**src/csr_cfg.svh**
```systemverilog
`ifndef CSR_CFG_SVH
`define CSR_CFG_SVH

// data path width
`define SYS_XLEN 32

// 1 registers the raw instruction fields and decodes after them,
// 0 decodes straight from the bus and registers the results
`define SYS_PRE_REGISTER 1

// mcause exception codes
`define SYS_CAUSE_ECALL  11  // environment call from m-mode
`define SYS_CAUSE_EBREAK 3   // breakpoint

// only bits 3:0 of the cause code are held
`define SYS_CAUSE_BITS 4

`endif

```
**src/sys_pkg.sv**
```systemverilog
`include "csr_cfg.svh"

package sys_pkg;

   typedef logic [`SYS_XLEN-1:0] word_t;  // csr values, operands, pc
   typedef logic [1:0]           csr_addr_t;  // index into the plain csr store
   typedef logic [4:0]           zimm_t;  // immediate of the csrr*i forms

   // straight from funct3[1:0]
   typedef enum logic [1:0] {
      CSR_NONE  = 2'b00,
      CSR_WRITE = 2'b01,
      CSR_SET   = 2'b10,
      CSR_CLEAR = 2'b11
   } csr_op_t;

   // one decoded system instruction
   typedef struct packed {
      logic      valid;
      logic      e_op;  // ecall or ebreak
      logic      ebreak;
      logic      mret;
      logic      rd_csr_en;  // csr instruction, rd gets the old value
      logic      csr_en;  // mscratch, mtvec, mepc, mtval
      csr_addr_t csr_addr;
      logic      mstatus_en;
      logic      mie_en;
      logic      mcause_en;
      csr_op_t   op;
      logic      imm_en;  // operand is zimm
      zimm_t     zimm;
      word_t     rs1;
      word_t     pc;
   } sys_dec_t;

endpackage

```
**src/sys_decode.sv**
```systemverilog
`timescale 1ns/1ps
`include "csr_cfg.svh"

module sys_decode (
   input  logic              clk,
   input  logic              i_reset,
   input  logic              i_instr_valid,
   input  sys_pkg::word_t    i_instr,
   input  sys_pkg::word_t    i_rs1,
   input  sys_pkg::word_t    i_pc,
   output sys_pkg::sys_dec_t o_dec
);
   import sys_pkg::*;

   // raw instruction fields
   logic [4:0] opcode;
   logic [2:0] funct3;
   logic       op20;
   logic       op21;
   logic       op22;
   logic       op26;
   zimm_t      imm_field;

   // decoded controls
   logic       d_e_op;
   logic       d_ebreak;
   logic       d_mret;
   logic       d_rd_csr_en;
   logic       d_csr_en;
   csr_addr_t  d_csr_addr;
   logic       d_mstatus_en;
   logic       d_mie_en;
   logic       d_mcause_en;
   csr_op_t    d_op;
   logic       d_imm_en;
   zimm_t      d_zimm;

   logic       valid_q;
   word_t      rs1_q;
   word_t      pc_q;

   logic       sys_op;
   assign sys_op = opcode[4] & opcode[2];  // only two opcode bits looked at

   // funct3 == 0 splits mret (op21) from ecall/ebreak
   wire co_rd_csr_en  = sys_op & (|funct3);
   wire co_mret       = sys_op & ~(|funct3) & op21;
   wire co_e_op       = sys_op & ~(|funct3) & ~op21;
   wire co_ebreak     = op20;

   // mstatus 0_000, mie 0_100, mcause 1_010 are held as masked regs
   // mscratch 00, mtvec 01, mepc 10, mtval 11 go to the plain store
   wire co_csr_en     = op20 | (op26 & ~op21);
   wire co_mstatus_en = ~op26 & ~op22;
   wire co_mie_en     = ~op26 & op22 & ~op20;
   wire co_mcause_en  = op21 & ~op20;
   wire csr_addr_t co_csr_addr = {op26 & op20, ~op26 | op21};
   wire csr_op_t   co_op       = csr_op_t'(funct3[1:0]);
   wire co_imm_en     = sys_op & funct3[2];

   generate
      if (`SYS_PRE_REGISTER) begin : g_pre_reg
         always_ff @(posedge clk) begin
            if (i_instr_valid) begin
               opcode    <= i_instr[6:2];
               funct3    <= i_instr[14:12];
               imm_field <= i_instr[19:15];
               op20      <= i_instr[20];
               op21      <= i_instr[21];
               op22      <= i_instr[22];
               op26      <= i_instr[26];
            end
         end

         always_comb begin
            d_e_op       = co_e_op;
            d_ebreak     = co_ebreak;
            d_mret       = co_mret;
            d_rd_csr_en  = co_rd_csr_en;
            d_csr_en     = co_csr_en;
            d_csr_addr   = co_csr_addr;
            d_mstatus_en = co_mstatus_en;
            d_mie_en     = co_mie_en;
            d_mcause_en  = co_mcause_en;
            d_op         = co_op;
            d_imm_en     = co_imm_en;
            d_zimm       = imm_field;
         end
      end else begin : g_post_reg
         always_comb begin
            opcode    = i_instr[6:2];
            funct3    = i_instr[14:12];
            imm_field = i_instr[19:15];
            op20      = i_instr[20];
            op21      = i_instr[21];
            op22      = i_instr[22];
            op26      = i_instr[26];
         end

         always_ff @(posedge clk) begin
            if (i_instr_valid) begin
               d_e_op       <= co_e_op;
               d_ebreak     <= co_ebreak;
               d_mret       <= co_mret;
               d_rd_csr_en  <= co_rd_csr_en;
               d_csr_en     <= co_csr_en;
               d_csr_addr   <= co_csr_addr;
               d_mstatus_en <= co_mstatus_en;
               d_mie_en     <= co_mie_en;
               d_mcause_en  <= co_mcause_en;
               d_op         <= co_op;
               d_imm_en     <= co_imm_en;
               d_zimm       <= imm_field;
            end
         end
      end
   endgenerate

   always_ff @(posedge clk) begin
      if (i_reset) valid_q <= 1'b0;
      else         valid_q <= i_instr_valid;
   end

   always_ff @(posedge clk) begin
      if (i_instr_valid) begin  // operands held with the instruction
         rs1_q <= i_rs1;
         pc_q  <= i_pc;
      end
   end

   always_comb begin
      o_dec.valid      = valid_q;
      o_dec.e_op       = d_e_op;
      o_dec.ebreak     = d_ebreak;
      o_dec.mret       = d_mret;
      o_dec.rd_csr_en  = d_rd_csr_en;
      o_dec.csr_en     = d_csr_en;
      o_dec.csr_addr   = d_csr_addr;
      o_dec.mstatus_en = d_mstatus_en;
      o_dec.mie_en     = d_mie_en;
      o_dec.mcause_en  = d_mcause_en;
      o_dec.op         = d_op;
      o_dec.imm_en     = d_imm_en;
      o_dec.zimm       = d_zimm;
      o_dec.rs1        = rs1_q;
      o_dec.pc         = pc_q;
   end

endmodule

```
**src/csr_alu.sv**
```systemverilog
`timescale 1ns/1ps

module csr_alu (
   input  sys_pkg::csr_op_t i_op,
   input  sys_pkg::word_t   i_old,
   input  sys_pkg::word_t   i_operand,
   output sys_pkg::word_t   o_new
);
   import sys_pkg::*;

   word_t set_val;
   word_t clr_val;

   assign set_val = i_old | i_operand;
   assign clr_val = i_old & ~i_operand;  // ones in the operand clear bits

   // a zero set/clear operand still writes back the unchanged value
   always_comb begin
      case (i_op)
         CSR_WRITE: begin
            o_new = i_operand;
         end
         CSR_SET: begin
            o_new = set_val;
         end
         CSR_CLEAR: begin
            o_new = clr_val;
         end
         default: begin
            o_new = i_old;  // nothing to change
         end
      endcase
   end

endmodule

```
**src/csr_file.sv**
```systemverilog
`timescale 1ns/1ps
`include "csr_cfg.svh"

module csr_file (
   input  logic              clk,
   input  logic              i_reset,
   input  sys_pkg::sys_dec_t i_dec,
   input  sys_pkg::word_t    i_new,
   output sys_pkg::word_t    o_old,
   output sys_pkg::word_t    o_mtvec,
   output sys_pkg::word_t    o_mepc
);
   import sys_pkg::*;

   localparam csr_addr_t ADDR_MTVEC = 2'd1;
   localparam csr_addr_t ADDR_MEPC  = 2'd2;

   word_t      plain_q [4];  // mscratch, mtvec, mepc, mtval

   // held csrs, only the implemented bits
   logic       mstatus_mie;
   logic       mstatus_mpie;
   logic [2:0] mie_bits;  // meie, mtie, msie
   logic       mcause_irq;
   logic [`SYS_CAUSE_BITS-1:0] mcause_code;

   word_t      mstatus_word;
   word_t      mie_word;
   word_t      mcause_word;
   logic       csr_wr;
   logic       trap;

   assign csr_wr = i_dec.valid & i_dec.rd_csr_en;
   assign trap   = i_dec.valid & i_dec.e_op;

   // expand the held bits to full words
   always_comb begin
      mstatus_word     = '0;
      mstatus_word[3]  = mstatus_mie;
      mstatus_word[7]  = mstatus_mpie;
      mie_word         = '0;
      mie_word[3]      = mie_bits[0];
      mie_word[7]      = mie_bits[1];
      mie_word[11]     = mie_bits[2];
      mcause_word      = '0;
      mcause_word[`SYS_XLEN-1] = mcause_irq;
      mcause_word[`SYS_CAUSE_BITS-1:0] = mcause_code;
   end

   // aliased addresses may enable several sources, they are or-ed
   always_comb begin
      o_old = '0;
      if (i_dec.csr_en)     o_old = o_old | plain_q[i_dec.csr_addr];
      if (i_dec.mstatus_en) o_old = o_old | mstatus_word;
      if (i_dec.mie_en)     o_old = o_old | mie_word;
      if (i_dec.mcause_en)  o_old = o_old | mcause_word;
   end

   assign o_mtvec = plain_q[ADDR_MTVEC];
   assign o_mepc  = plain_q[ADDR_MEPC];

   always_ff @(posedge clk) begin
      if (csr_wr && i_dec.csr_en) plain_q[i_dec.csr_addr] <= i_new;
      else if (trap)              plain_q[ADDR_MEPC] <= i_dec.pc;  // return address
   end

   always_ff @(posedge clk) begin
      if (i_reset) begin
         mstatus_mie  <= 1'b0;
         mstatus_mpie <= 1'b0;
         mie_bits     <= '0;
         mcause_irq   <= 1'b0;
         mcause_code  <= '0;
      end else if (i_dec.valid) begin
         if (i_dec.rd_csr_en) begin
            if (i_dec.mstatus_en) begin
               mstatus_mie  <= i_new[3];
               mstatus_mpie <= i_new[7];
            end
            if (i_dec.mie_en) mie_bits <= {i_new[11], i_new[7], i_new[3]};
            if (i_dec.mcause_en) begin
               mcause_irq  <= i_new[`SYS_XLEN-1];
               mcause_code <= i_new[`SYS_CAUSE_BITS-1:0];
            end
         end
         if (i_dec.e_op) begin
            mcause_irq   <= 1'b0;  // exceptions only
            mcause_code  <= i_dec.ebreak ? `SYS_CAUSE_BITS'(`SYS_CAUSE_EBREAK)
                                         : `SYS_CAUSE_BITS'(`SYS_CAUSE_ECALL);
            mstatus_mpie <= mstatus_mie;
            mstatus_mie  <= 1'b0;
         end
         if (i_dec.mret) begin
            mstatus_mie  <= mstatus_mpie;
            mstatus_mpie <= 1'b1;
         end
      end
   end

endmodule

```
**src/sys_unit.sv**
```systemverilog
`timescale 1ns/1ps

module sys_unit (
   input  logic           clk,
   input  logic           i_reset,
   input  logic           i_instr_valid,
   input  sys_pkg::word_t i_instr,
   input  sys_pkg::word_t i_rs1,
   input  sys_pkg::word_t i_pc,
   output logic           o_done,
   output logic           o_rd_we,
   output sys_pkg::word_t o_rd_data,
   output logic           o_jump,
   output sys_pkg::word_t o_jump_addr
);
   import sys_pkg::*;

   sys_dec_t dec;
   word_t    operand;
   word_t    old_val;
   word_t    new_val;
   word_t    mtvec;
   word_t    mepc;

   sys_decode u_decode (
      .clk           (clk),
      .i_reset       (i_reset),
      .i_instr_valid (i_instr_valid),
      .i_instr       (i_instr),
      .i_rs1         (i_rs1),
      .i_pc          (i_pc),
      .o_dec         (dec)
   );

   // zimm is zero extended
   assign operand = dec.imm_en ? word_t'(dec.zimm) : dec.rs1;

   csr_alu u_alu (
      .i_op      (dec.op),
      .i_old     (old_val),
      .i_operand (operand),
      .o_new     (new_val)
   );

   csr_file u_csr (
      .clk     (clk),
      .i_reset (i_reset),
      .i_dec   (dec),
      .i_new   (new_val),
      .o_old   (old_val),
      .o_mtvec (mtvec),
      .o_mepc  (mepc)
   );

   assign o_done      = dec.valid;  // one cycle after the strobe
   assign o_rd_we     = dec.valid & dec.rd_csr_en;
   assign o_rd_data   = old_val;
   assign o_jump      = dec.valid & (dec.e_op | dec.mret);
   assign o_jump_addr = dec.mret ? mepc : mtvec;  // trap goes to mtvec

endmodule

```
**config.mk**
```make
export PLATFORM = sky130hd
export DESIGN_NAME = sys_unit
export DESIGN_NICKNAME = d
export VERILOG_FILES = /design/src/sys_pkg.sv /design/src/sys_decode.sv /design/src/csr_alu.sv /design/src/csr_file.sv /design/src/sys_unit.sv
export VERILOG_INCLUDE_DIRS = /design/src
export SDC_FILE = /design/constraint.sdc
export NUM_CORES = 1
export LEC_CHECK = 0
export BUFFER_PORTS_ARGS = -buffer_cell sky130_fd_sc_hd__buf_2
export CAP_MARGIN = 25
export CELL_PAD_IN_SITES_DETAIL_PLACEMENT = 0
export CELL_PAD_IN_SITES_GLOBAL_PLACEMENT = 1
export CORE_ASPECT_RATIO = 0.9
export CORE_MARGIN = 2
export CORE_UTILIZATION = 45
export DETAILED_ROUTE_END_ITERATION = 8
export PLACE_DENSITY_LB_ADDON = 0.1
export SLEW_MARGIN = 15
export SYNTH_ARGS = -nofsm -noshare
export SYNTH_HDL_FRONTEND = slang
export SYNTH_SLANG_ARGS = --single-unit
```
**constraint.sdc**
```tcl
create_clock -name clk -period 11.15 [get_ports clk]
set_input_delay 2.23 -clock clk [delete_from_list [all_inputs] [get_ports clk]]
set_output_delay 2.23 -clock clk [all_outputs]
set_load 0.1 [all_outputs]
```
==> results.toml <==
[drt]
dr.first_iter.drc_count = 426
wl_per_cell_microns = 21.6
antenna_left = 0
drt-pass1-iter-count = 5
drt_wl_total_mm = 22.8
drcViolationCount = 0
num_vias = 6062
vias_per_cell = 5.74

[layout]
synthToLayoutAreaGrowth_pct = 19.7
diodes = 0
drive_above_1_share = 0.306
multi_input_area_sq_um = 2680
seq_area_sq_um = 6410
utilization = 0.554
layout.nets = 882
nFillCells = 1667

[timing]
min_period_ns = 5.55
worstMarginPinSlew_ns = 1.00
fmax_mhz = 180
finClkSkew_ns = 0.0179
setup_viol_count_final = 0
drv_slew = 0
fin_ws_ns = 5.60
maxSlewHeadroom = 0.330
hold_violations = 0
tns_ns = 0
rsz0062_at_grt = "false"
fin_crit_sh = 0.498

[power]
cellLeakagePower_uw = 0.00407
total_power_uw = 2050
powerDensity_nw_per_um2 = 184
irDropWorstVdd_mv = 0.116

[yosys]
yosysSeqAreaShare = 0.689
async_reset_ff_frac = 0
postSynthCellCount = 642
synth-seq-cells = 217
synth_area_leaders = "edfxtp_1, mux2i_1, mux2_2"
synth_common_cells = "edfxtp_1, a21oi_1, nand2_1"
synth.net_count = 741
ys.flop_type = "edfxtp_1"
synth_top_area_cell = "edfxtp_1"
syn_area_sq_um = 9300
yosys_warnings = 0
yosys.cell_count.top_type = "edfxtp_1"
ys_types = 54
synth_area_per_cell_sq_um = 14.5
synth_edf_count = 206
yosysTopAreaCellShare = 0.665

[setup_path]
cp_max_fo = 27
cp.arrival_ns = 3.32
worstPathRequired_ns = 8.92
critPathLaunchType = "flip-flop"
cp-end-kind = "output pin"
worstSetupPathType = "flip-flop to output pin"

[run_status]
status = "finished clean"

[die]
die_w_microns = 156
design.die.area_sq_um = 21800
num_io_pins = 166
die_y_microns = 140
start_util = 0.462
coreArea_sq_um = 20100
fp-row-count = 49

[global_route]
grt_max_degree = 80
grt_pass1_wl_mm = 34.0
grtUsageTotal = 0.204
grt_antenna_before_repair = 0
grt_overflow = 0
grt_pass1_vias = 6101

[place]
dp_hpwl_mm = 13.7
port_buffers = 147
dp_slack_ns = 5.82
gp_congestion = 0.786

[clock_tree]
cts-root-buf = "clkbuf_16"
cts.htree.levels = 1
clockBufferDepth = 3
cts_setup_buffers = 0
cts.hold.buffers_added = 0
path_clk_slew_ns = 0.06
cts_resized = 0
cts_made_buffers = 24
clk_latency_ns = 0.51
cts.sinks = 217
cts_tree = "built"

[hold_path]
hold_path_class = "flip-flop to flip-flop"

[job]
drv_cap = 0
==> worst max-delay path, stage by stage, from the launching register on <==
cell	delay [ns]
edfxtp_1	0.67
or3_1	0.70
nor2_4	0.22
nand2_2	0.20
buf_12	0.29
mux2_2	0.27
buf_2	0.43
==> cells by family after synthesis <==
kind of cell	count (synthesis)	synth area share
AND/OR/NAND/NOR	115	0.0615
flip-flops	217	0.689
XOR/XNOR	1	0.000942
buffers and inverters	52	0.0293
AO/OA/AOI/OAI	188	0.141
multiplexers	69	0.0787
==> power by group <==
part / switching [uW] / internal, uW
clock: 310 / 499
combinational: 217 / 69.6
sequential: 14.2 / 941
==> final cells by class <==
type,instances,area share
timing repair buffer,160,0.0798
inverter,7,0.00236
clock buffer,27,0.0569
multi-input combinational,373,0.240
tap,255,0.0287
clock inverter,17,0.0165
sequential,217,0.575
==> metal layers <==
layer	track usage	vias up	share of wire
met2	0.351	196	0.49
li1	-	2825	-
met3	0.0350	34	0.055
met1	0.272	3007	0.44
met5	0	-	0
met4	0.0483	0	0.018
==> through the flow <==
step	instances	cell area [sq um]	hold WS (ns)
2_1_floorplan	642	9300	0.445
3_3_place_gp	1009	10200	0.460
3_5_place_dp	1009	10200	0.470
4_1_cts	1053	11100	0.479
5_1_grt	1056	11100	0.495
6_report	1056	11100	0.473
==> path summary, 6_finish.rpt <==
kind / cells past startpoint / end / startpoint / slack (ns)
setup / recovery: 6 / o_jump_addr[17] / u_decode.funct3[0] / 5.60
hold / removal: 2 / u_csr.mcause_code[2] / u_csr.mcause_code[2] / 0.47
setup reg to reg: 4 / u_csr.plain_q[1][17] / u_decode.funct3[0] / 7.89
hold reg to reg: 2 / u_csr.mcause_code[2] / u_csr.mcause_code[2] / 0.47
==> layout by cell type, fill, tap and decap left out, types with 13 or more instances in the layout <==
cell type / n
a22o_1: 25
buf_2: 146
nor2_1: 22
a22oi_1: 26
clkbuf_16: 25
o2bb2ai_1: 19
mux2i_1: 36
a21oi_1: 44
mux2_2: 32
o21ai_0: 35
nand3_1: 13
edfxtp_1: 206
nand2_1: 38
==> state kept, by name (all words and copies together), names as in the netlist, 2 cells and up <==
name               flops
u_decode.funct3        3
u_csr.mie_bits         3
u_decode.d_zimm        5
u_decode.opcode        2
u_decode.pc_q         32
u_csr.plain_q        128
u_decode.rs1_q        32
u_csr.mcause_code      4
Power figures use the tool's default switching activity.
